## config.mk

```make
export PLATFORM = sky130hd
export DESIGN_NAME = packet_trailer_top
export DESIGN_NICKNAME = d
export VERILOG_FILES = /design/src/hdl/stream_pkg.sv /design/src/hdl/trailer_pkg.sv /design/src/hdl/stream_buffered.sv /design/src/hdl/packet_accumulator.sv /design/src/hdl/trailer_ctrl.sv /design/src/hdl/packet_trailer_top.sv
export SDC_FILE = /design/constraint.sdc
export NUM_CORES = 1
export LEC_CHECK = 0
export BUFFER_PORTS_ARGS = -buffer_cell sky130_fd_sc_hd__buf_4
export CAP_MARGIN = 20
export CORE_MARGIN = 2
export CORE_UTILIZATION = 45
export DETAILED_ROUTE_END_ITERATION = 10
export HOLD_SLACK_MARGIN = 0.05
export PLACE_DENSITY = 0.7
export SLEW_MARGIN = 15
export SYNTH_ARGS = -nofsm -noshare
export SYNTH_HDL_FRONTEND = slang
export SYNTH_SLANG_ARGS = --single-unit
```

## constraint.sdc

```tcl
create_clock -name aclk -period 3.84 [get_ports aclk]
set_clock_uncertainty 0.1 [all_clocks]
set_input_delay 0.768 -clock aclk [delete_from_list [all_inputs] [get_ports aclk]]
set_output_delay 0.768 -clock aclk [all_outputs]
set_load 0.05 [all_outputs]
```

## src/hdl/stream_pkg.sv

```systemverilog
// Transport formats only: 32-bit words with a last flag, no tkeep, tid or tdest, no zero-word packets.

package stream_pkg;

    // **********************************************************************
    // widths
    // **********************************************************************

    localparam int DATA_WIDTH = 32;  // payload word width in bits.

    // **********************************************************************
    // word formats
    // **********************************************************************

    // input word as it arrives from the upstream source.
    typedef struct packed {
        logic [DATA_WIDTH-1:0] data;  // payload data, passed through unchanged.
        logic                  last;  // set on the final word of a packet.
    } stream_word_t;

    // output word; last moves from the final payload word to the trailer.
    typedef struct packed {
        logic [DATA_WIDTH-1:0] data;     // payload data or the trailer value.
        logic                  last;     // set only on the trailer word.
        logic                  trailer;  // marks the appended trailer word.
    } stream_out_t;

endpackage

```

## src/hdl/trailer_pkg.sv

```systemverilog
// Trailer layout is fixed at 16-bit count over 16-bit sum, both wrapping mod 65536 with no overflow flag.

package trailer_pkg;

    // **********************************************************************
    // accumulator widths
    // **********************************************************************

    localparam int COUNT_WIDTH = 16;  // word count width, wraps silently.
    localparam int SUM_WIDTH   = 16;  // halfword sum width, wraps silently.

    // **********************************************************************
    // trailer word layout
    // **********************************************************************

    // count sits in the upper half so a 32-bit trailer word reads count:sum.
    typedef struct packed {
        logic [COUNT_WIDTH-1:0] count;  // number of payload words in the packet.
        logic [SUM_WIDTH-1:0]   sum;    // sum of both halves of every payload word.
    } trailer_t;

    // **********************************************************************
    // control states
    // **********************************************************************

    typedef enum logic [0:0] {
        PASS    = 1'b0,  // payload words flow through.
        TRAILER = 1'b1   // input stalled while the trailer word goes out.
    } ctrl_state_t;

endpackage

```

## src/hdl/stream_buffered.sv

```systemverilog
// One-entry skid buffer; rx_ready lags tx_ready by a cycle and is low out of reset.
`timescale 1ns/1ns

module stream_buffered #(
    parameter type payload_t = logic  // payload carried alongside valid and ready.
) (
    input  logic     aclk,        // clock.
    input  logic     areset_n,    // asynchronous reset, active low.
    input  logic     rx_valid,    // upstream word valid.
    output logic     rx_ready,    // registered copy of tx_ready.
    input  payload_t rx_payload,  // upstream word.
    output logic     tx_valid,    // downstream word valid.
    input  logic     tx_ready,    // downstream ready.
    output payload_t tx_payload   // downstream word.
);

    // **********************************************************************
    // state and storage
    // **********************************************************************

    typedef enum logic [0:0] {
        IDLE     = 1'b0,  // words pass straight from rx to tx.
        BUFFERED = 1'b1   // the skid entry holds a word for tx.
    } buf_state_t;

    buf_state_t state;     // current buffer state.
    payload_t   skid_q;    // word caught while tx_ready was low.
    logic       rx_fire;   // a word is accepted from upstream.

    assign rx_fire = rx_valid && rx_ready;  // handshake on the rx side.

    // the skid entry fills when an accepted word cannot leave at once.
    always_ff @(posedge aclk or negedge areset_n) begin
        if (!areset_n) begin
            state <= IDLE;  // start with an empty skid entry.
        end else begin
            case (state)
                IDLE: begin
                    if (rx_fire && !tx_ready) begin
                        state <= BUFFERED;  // word in flight must be held.
                    end
                end
                BUFFERED: begin
                    if (tx_ready) begin
                        state <= IDLE;  // held word leaves this cycle.
                    end
                end
                default: state <= IDLE;
            endcase
        end
    end

    // breaking the ready path here is the whole point of this block.
    always_ff @(posedge aclk or negedge areset_n) begin
        if (!areset_n) begin
            rx_ready <= 1'b0;  // refuse words until downstream is seen ready.
        end else begin
            rx_ready <= tx_ready;  // one cycle late, covered by the skid entry.
        end
    end

    always_ff @(posedge aclk) begin
        if (rx_fire) begin
            skid_q <= rx_payload;  // only used if the state moves to BUFFERED.
        end
    end

    // **********************************************************************
    // output select
    // **********************************************************************

    always_comb begin
        if (state == BUFFERED) begin
            tx_valid   = 1'b1;    // held word is always on offer.
            tx_payload = skid_q;  // present the stored copy.
        end else begin
            tx_valid   = rx_fire;     // zero-latency pass in idle.
            tx_payload = rx_payload;  // word goes straight through.
        end
    end

    // a held word must not drop or change while downstream stalls.
    hold_stable: assert property (@(posedge aclk) disable iff (!areset_n)
        (state == BUFFERED && !tx_ready) |=> (tx_valid && $stable(tx_payload)));

endmodule

```

## src/hdl/packet_accumulator.sv

```systemverilog
// Count and sum wrap mod 65536 without warning; add and clear must never be raised together.
`timescale 1ns/1ns

module packet_accumulator (
    input  logic                             aclk,      // clock.
    input  logic                             areset_n,  // asynchronous reset, active low.
    input  logic                             add,       // a payload word transfers this cycle.
    input  logic                             clear,     // the trailer transfers this cycle.
    input  logic [stream_pkg::DATA_WIDTH-1:0] word,      // data of the word being added.
    output trailer_pkg::trailer_t            trailer    // totals including this cycle's add.
);

    localparam int HALF = stream_pkg::DATA_WIDTH / 2;  // width of one halfword.

    logic [trailer_pkg::COUNT_WIDTH-1:0] count_q;    // words added so far.
    logic [trailer_pkg::SUM_WIDTH-1:0]   sum_q;      // halfword sum so far.
    logic [trailer_pkg::COUNT_WIDTH-1:0] count_nxt;  // count after this cycle's add.
    logic [trailer_pkg::SUM_WIDTH-1:0]   sum_nxt;    // sum after this cycle's add.

    // **********************************************************************
    // next totals
    // **********************************************************************

    always_comb begin
        count_nxt = count_q;  // hold unless a word arrives.
        sum_nxt   = sum_q;
        if (add) begin
            count_nxt = count_q + 1'b1;  // truncation gives the mod 65536 wrap.
            sum_nxt   = sum_q + word[stream_pkg::DATA_WIDTH-1:HALF] + word[HALF-1:0];
        end
    end

    // the control block samples the trailer in the cycle of the last add.
    assign trailer.count = count_nxt;
    assign trailer.sum   = sum_nxt;

    always_ff @(posedge aclk or negedge areset_n) begin
        if (!areset_n) begin
            count_q <= '0;  // no packet in progress.
            sum_q   <= '0;
        end else if (clear) begin
            count_q <= '0;  // ready for the next packet.
            sum_q   <= '0;
        end else begin
            count_q <= count_nxt;
            sum_q   <= sum_nxt;
        end
    end

    // the trailer cycle stalls the input, so the two strobes are exclusive.
    no_add_on_clear: assert property (@(posedge aclk) disable iff (!areset_n)
        !(add && clear));

endmodule

```

## src/hdl/trailer_ctrl.sv

```systemverilog
// Assumes every packet ends with last and has at least one word; adds one trailer cycle per packet.
`timescale 1ns/1ns

module trailer_ctrl (
    input  logic                              aclk,         // clock.
    input  logic                              areset_n,     // asynchronous reset, active low.
    input  logic                              in_valid,     // input word valid.
    output logic                              in_ready,     // input ready, low in TRAILER.
    input  stream_pkg::stream_word_t          in_word,      // input word.
    output logic                              out_valid,    // output word valid.
    input  logic                              out_ready,    // output ready.
    output stream_pkg::stream_out_t           out_word,     // output word.
    output logic                              acc_add,      // add in_word to the totals.
    output logic                              acc_clear,    // reset the totals.
    output logic [stream_pkg::DATA_WIDTH-1:0] acc_word,     // data handed to the totals.
    input  trailer_pkg::trailer_t             acc_trailer   // totals including this add.
);

    trailer_pkg::ctrl_state_t state;      // current control state.
    trailer_pkg::ctrl_state_t state_nxt;  // state for the next cycle.
    trailer_pkg::trailer_t    trailer_q;  // trailer value frozen at packet end.
    logic                     in_fire;    // a payload word transfers in.
    logic                     out_fire;   // an output word transfers out.

    assign in_fire  = in_valid && in_ready;    // input handshake.
    assign out_fire = out_valid && out_ready;  // output handshake.

    // **********************************************************************
    // datapath and handshakes
    // **********************************************************************

    always_comb begin
        case (state)
            trailer_pkg::TRAILER: begin
                in_ready         = 1'b0;       // stall upstream for one slot.
                out_valid        = 1'b1;       // trailer is always ready to go.
                out_word.data    = trailer_q;  // count over sum.
                out_word.last    = 1'b1;       // the trailer closes the packet.
                out_word.trailer = 1'b1;
            end
            default: begin
                in_ready         = out_ready;     // ready passes straight through.
                out_valid        = in_valid;
                out_word.data    = in_word.data;  // payload is unchanged.
                out_word.last    = 1'b0;          // last moves to the trailer.
                out_word.trailer = 1'b0;
            end
        endcase
    end

    // in_ready is only high in PASS, so in_fire already implies a payload word.
    assign acc_add   = in_fire;
    assign acc_word  = in_word.data;
    assign acc_clear = (state == trailer_pkg::TRAILER) && out_fire;

    // **********************************************************************
    // state machine
    // **********************************************************************

    always_comb begin
        state_nxt = state;  // stay put by default.
        case (state)
            trailer_pkg::PASS: begin
                if (in_fire && in_word.last) begin
                    state_nxt = trailer_pkg::TRAILER;  // packet complete.
                end
            end
            trailer_pkg::TRAILER: begin
                if (out_fire) begin
                    state_nxt = trailer_pkg::PASS;  // trailer delivered.
                end
            end
            default: state_nxt = trailer_pkg::PASS;
        endcase
    end

    always_ff @(posedge aclk or negedge areset_n) begin
        if (!areset_n) begin
            state <= trailer_pkg::PASS;  // idle between packets.
        end else begin
            state <= state_nxt;
        end
    end

    // acc_trailer already counts the last word in the cycle it is added.
    always_ff @(posedge aclk) begin
        if (in_fire && in_word.last) begin
            trailer_q <= acc_trailer;
        end
    end

    // the input is stalled in TRAILER, so the accumulator totals still match the frozen trailer.
    trailer_matches_totals: assert property (@(posedge aclk) disable iff (!areset_n)
        (state == trailer_pkg::TRAILER) |-> (!in_ready && acc_trailer == trailer_q));

endmodule

```

## src/hdl/packet_trailer_top.sv

```systemverilog
// Latency depends on back-pressure; in_ready rises two cycles after reset release with out_ready high.
`timescale 1ns/1ns

module packet_trailer_top (
    input  logic                     aclk,       // clock.
    input  logic                     areset_n,   // asynchronous reset, active low.
    input  logic                     in_valid,   // input word valid.
    output logic                     in_ready,   // input ready, registered.
    input  stream_pkg::stream_word_t in_word,    // input word.
    output logic                     out_valid,  // output word valid.
    input  logic                     out_ready,  // output ready.
    output stream_pkg::stream_out_t  out_word    // output word.
);

    // **********************************************************************
    // internal streams
    // **********************************************************************

    logic                                buf_valid;    // input buffer to control.
    logic                                buf_ready;
    stream_pkg::stream_word_t            buf_word;
    logic                                ctrl_valid;   // control to output buffer.
    logic                                ctrl_ready;
    stream_pkg::stream_out_t             ctrl_word;
    logic                                acc_add;      // accumulator strobes.
    logic                                acc_clear;
    logic [stream_pkg::DATA_WIDTH-1:0]   acc_word;
    trailer_pkg::trailer_t               acc_trailer;  // running totals.

    stream_buffered #(.payload_t(stream_pkg::stream_word_t)) u_in_buf (
        .aclk       (aclk),
        .areset_n   (areset_n),
        .rx_valid   (in_valid),
        .rx_ready   (in_ready),
        .rx_payload (in_word),
        .tx_valid   (buf_valid),
        .tx_ready   (buf_ready),
        .tx_payload (buf_word)
    );

    trailer_ctrl u_ctrl (
        .aclk        (aclk),
        .areset_n    (areset_n),
        .in_valid    (buf_valid),
        .in_ready    (buf_ready),
        .in_word     (buf_word),
        .out_valid   (ctrl_valid),
        .out_ready   (ctrl_ready),
        .out_word    (ctrl_word),
        .acc_add     (acc_add),
        .acc_clear   (acc_clear),
        .acc_word    (acc_word),
        .acc_trailer (acc_trailer)
    );

    packet_accumulator u_acc (
        .aclk     (aclk),
        .areset_n (areset_n),
        .add      (acc_add),
        .clear    (acc_clear),
        .word     (acc_word),
        .trailer  (acc_trailer)
    );

    // the output buffer keeps out_ready off the control block's ready path.
    stream_buffered #(.payload_t(stream_pkg::stream_out_t)) u_out_buf (
        .aclk       (aclk),
        .areset_n   (areset_n),
        .rx_valid   (ctrl_valid),
        .rx_ready   (ctrl_ready),
        .rx_payload (ctrl_word),
        .tx_valid   (out_valid),
        .tx_ready   (out_ready),
        .tx_payload (out_word)
    );

endmodule

```

After elaboration in Yosys (flattened, before gate mapping)
Cells that the tools add are included.
{"block": "totals", "ff_bits": 136, "in_bits": 37}
{"block": "op_classes", "bitwise_logic": 3, "reduce_logical": 9, "add_sub_neg": 3, "muxes": 20}
{"operator": "$mux 34", "n": 2}
{"operator": "$mux 16", "n": 4}
{"operator": "$mux 33", "n": 1}
{"operator": "$add 16x16->16", "n": 2}
{"operator": "$add 16x1->16 const B", "n": 1}
{"operator": "$mux 1", "n": 10}
{"operator": "$logic_and 1x1->1", "n": 7}
{"operator": "$pmux 1 s2", "n": 3}
{"operator": "$not 1->1", "n": 3}
{"operator": "$logic_not 1->1", "n": 2}

Depth between registers and ports, before layout
{"block": "depth", "word_depth": 7, "ltp_mapped": 16}

By module
From an unflattened synthesis, not the netlist that was laid out.
{"block": "unflattened", "hier_cells": 526, "hier_area_um2": 7681.1}
{"module": "packet_accumulator", "n_inst": 1, "area_each_um2": 2616.3, "seq_area_each_um2": 800.8, "cells_each": 264}
{"module": "trailer_ctrl", "n_inst": 1, "area_each_um2": 1788.0, "seq_area_each_um2": 985.9, "cells_each": 110}
{"module": "stream_buffered (u_out_buf)", "n_inst": 1, "area_each_um2": 1659.1, "seq_area_each_um2": 1071.0, "cells_each": 77}
{"module": "stream_buffered (u_in_buf)", "n_inst": 1, "area_each_um2": 1617.8, "seq_area_each_um2": 1041.0, "cells_each": 75}

Worst setup path before layout
No wires, ideal clock.
{"block": "synth_path", "kind": "in2reg", "startpoint": "in in_word[18] in the netlist's numbering", "endpoint": "reg u_ctrl.trailer_q[15] in the netlist's numbering (data pin)", "required_time_ps": 3482, "t_arrival_ps": 3189, "n_path_buf": 0, "cell_stages": 12, "slack_ps": 294, "cell_sequence": "mux2_2 fa_1 ha_1 inv_1 fa_1 nor2b_1 o2111ai_2 a21oi_1 o31ai_1 and3_1 o21ai_2 xnor2_1"}
{"item": "start, declared", "line_no": "packet_trailer_top.sv:9", "text": "input stream_pkg::stream_word_t in_word,"}
{"item": "end signal, assigned", "line_no": "trailer_ctrl.sv:88", "text": "trailer_q <= acc_trailer;"}
{"item": "end, declared", "line_no": "trailer_ctrl.sv:21", "text": "trailer_pkg::trailer_t trailer_q;"}

==> results.yml <==
yosys:
  synth_nets: 580
  yosysUniqueCellTypes: 54
  syn_inst: 512
  avgSynthCellArea_um2: 13.5
  synth_edf_count: 98
  synthArstFlopShare_pct: 27.4
  synth-seq-cells: 135
  synth_ff_type: "edfxtp_1"
  ys_seq_area_share_pct: 55.8
  ys_warn_count: 0
  syn_area_um2: 6930
floorplan:
  row_count: 45
  fp.dieW_um: 128
  initial_core_util_pct: 45.8
  ioPinCount: 73
  coreArea_um2: 15100
  dieHeight_um: 128
  die_area_um2: 16400
timing:
  worst_pin_slew_ns: 0.862
  rsz0062_at_grt: "false"
  finalMaxSlewViolations: 0
  setup_violations: 0
  fmax_ghz: 0.275
  hold_viol_final: 0
  slew_headroom_pct: 42.4
  layout_min_cycle_time_ns: 3.64
  fin_crit_sh_pct: 94.7
global_routing:
  antenna_found_initial: 0
  grt_max_degree: 38
  grt.overflow.total: 0
  grt_pass1_wl_mm: 24.1
  grt_pass1_vias: 4719
  track_usage_pct: 19.5
final_layout:
  area_delta_synth_final_pct: 20.8
  layout_common_cells: "98 x edfxtp_1, 92 x mux2_2, 85 x buf_4"
  fin_area_um2: 8380
  fin_nets: 663
  final_util_pct: 55.3
  drive_gt1_share_pct: 37.7
  num_antenna_cells: 0
  final_common_cell: "edfxtp_1"
route:
  initialDrtViolationCount: 296
  wl_per_cell_um: 18.5
  drt-pass1-iter-count: 5
  vias: 4359
  viasPerCell: 5.48
  antenna_left: 0
  drt-total-wl_mm: 14.7
  drc_errors: 0
worst_setup_path:
  crit_fanout: 19
  startpoint_type: "flop"
  cp.required_ns: 3.89
  path_common_cell: "a21oi_1"
  worst_path_max_delay_cell: "fa_1"
  critical_path_class: "flop to flop"
  endpoint_kind: "flop"
  arrival_ns: 3.69
  cp_cell_sequence: "buf_12 > mux2_2 > fa_1 > ha_1 > a21oi_1 > o21bai_1 > a21oi_1 > o21ai_0 > o31ai_1 > nand3_1"
  r2r_cells: 10
  cp_slowest_stage_delay_ns: 0.49
placed_design:
  place_area_um2: 7740
  hpwl_mm: 10.5
  port_buffers: 72
  gp_congestion: 0.858
clock_tree:
  cts.clk_slew.worst_paths_ns: 0.06
  clock_latency_ns: 0.43
  cts.sinks: 135
  cts_max_level: 4
  clockBufferDepth: 2
  cts_buffers: 17
  cts_setup_buffers: 0
  clock-root-buffer: "clkbuf_16"
  cts_tree: "yes"
  hold_buffers: 0
  post_cts_resized: 0
power:
  cellPowerDensity_nw_per_um2: 730
  leakagePower_nw: 3.37
  irDropWorstVdd_v: 0.000366
hold_path:
  hold_class: "input port to asynchronous set/reset pin"
run_status:
  status: "finished, final reports clean"
flow_run:
  maxCapViolations: 0
final timing paths:
check	from	to	slack, ns
setup / recovery	u_in_buf.state$_DFF_PN0_	u_ctrl.trailer_q[14]$_DFFE_PP_	0.20
hold / removal	areset_n	u_acc.count_q[9]$_DFF_PN0_	0.23
setup reg to reg	u_in_buf.state$_DFF_PN0_	u_ctrl.trailer_q[14]$_DFFE_PP_	0.20
hold reg to reg	u_acc.sum_q[15]$_DFF_PN0_	u_acc.sum_q[15]$_DFF_PN0_	0.42
max in group asynchronous	areset_n	u_in_buf.state$_DFF_PN0_	3.00
min in group aclk	out_ready	u_out_buf.rx_ready$_DFF_PN0_	0.36
worst max-delay path: cells and delay by family, from the launching register on:
family	cells	cell delay, ns
flops	1	0.48
buf+inv	1	0.20
compound gates	5	1.19
mux	1	0.39
simple gates	1	0.11
fa+ha+maj	2	0.88
state kept, by name, summed over array words and instances (netlist names):
register,flops
u_in_buf.skid_q,33
u_out_buf.skid_q,33
u_ctrl.trailer_q,32
u_acc.count_q,16
u_acc.sum_q,16
u_ctrl.state,1
u_in_buf.rx_ready,1
u_in_buf.state,1
u_out_buf.rx_ready,1
u_out_buf.state,1
final cells by class:
| type | count | area (µm²) |
|---|---|---|
| clock buffer | 18 | 429 |
| clock inverter | 14 | 199 |
| fill | 1231 | 6770 |
| inverter | 19 | 71.3 |
| multi-input combinational | 335 | 2900 |
| sequential | 135 | 3870 |
| tap | 188 | 235 |
| timing repair buffer | 87 | 678 |
routing by layer:
layer / routed length, µm / vias to the layer above / share of wire, % / track usage [%]
li1: - / 2030 / - / -
met1: 6620 / 2181 / 45 / 25.9
met2: 7100 / 127 / 48 / 31.4
met3: 706 / 21 / 4.8 / 4.59
met4: 291 / 0 / 2.0 / 7.24
met5: 0 / - / 0 / 0
through the flow:
stage / worst slack (ns) / hold WS, ns / setup TNS, ns / total power [mW] / std cells
after global routing: 0.00122 / 0.252 / 0 / 6.50 / 796
final: 0.203 / 0.230 / 0 / 6.12 / 796
after CTS: 0.0682 / 0.239 / 0 / 6.13 / 796
after floorplan: 0.294 / 0.326 / 0 / 3.78 / 512
after detailed placement: -0.0511 / 0.407 / -0.0746 / 4.40 / 764
after global placement: -0.00129 / 0.378 / -0.00129 / 4.33 / 764
where the power goes:
part | leakage (nW) | switching, mW | internal (mW)
Clock | 0.294 | 0.627 | 1.09
Combinational | 1.67 | 1.45 | 1.01
Sequential | 1.41 | 0.118 | 1.82
synthesized netlist by cell type, types with 10 or more instances:
cell,instances,share of area (%)
nor2_1,14,0.76
o21ai_0,18,1.3
nand3_1,10,0.72
xnor2_1,16,2.0
mux2_2,92,15
clkbuf_1,10,0.54
fa_1,16,4.6
inv_1,18,0.97
and2_1,27,2.4
a21oi_1,19,1.4
nand2_1,40,2.2
dfrtp_1,37,13
edfxtp_1,98,42
ha_1,15,2.7
xor2_1,11,1.4
cell families after synthesis:
group,after synthesis,share of synthesized area [%]
mux,96,15.5
buf+inv,42,2.63
simple gates,113,8.68
compound gates,68,6.64
xor+xnor,27,3.41
flops,135,55.8
fa+ha+maj,31,7.33
No activity file was read; power rests on OpenSTA's default activity.
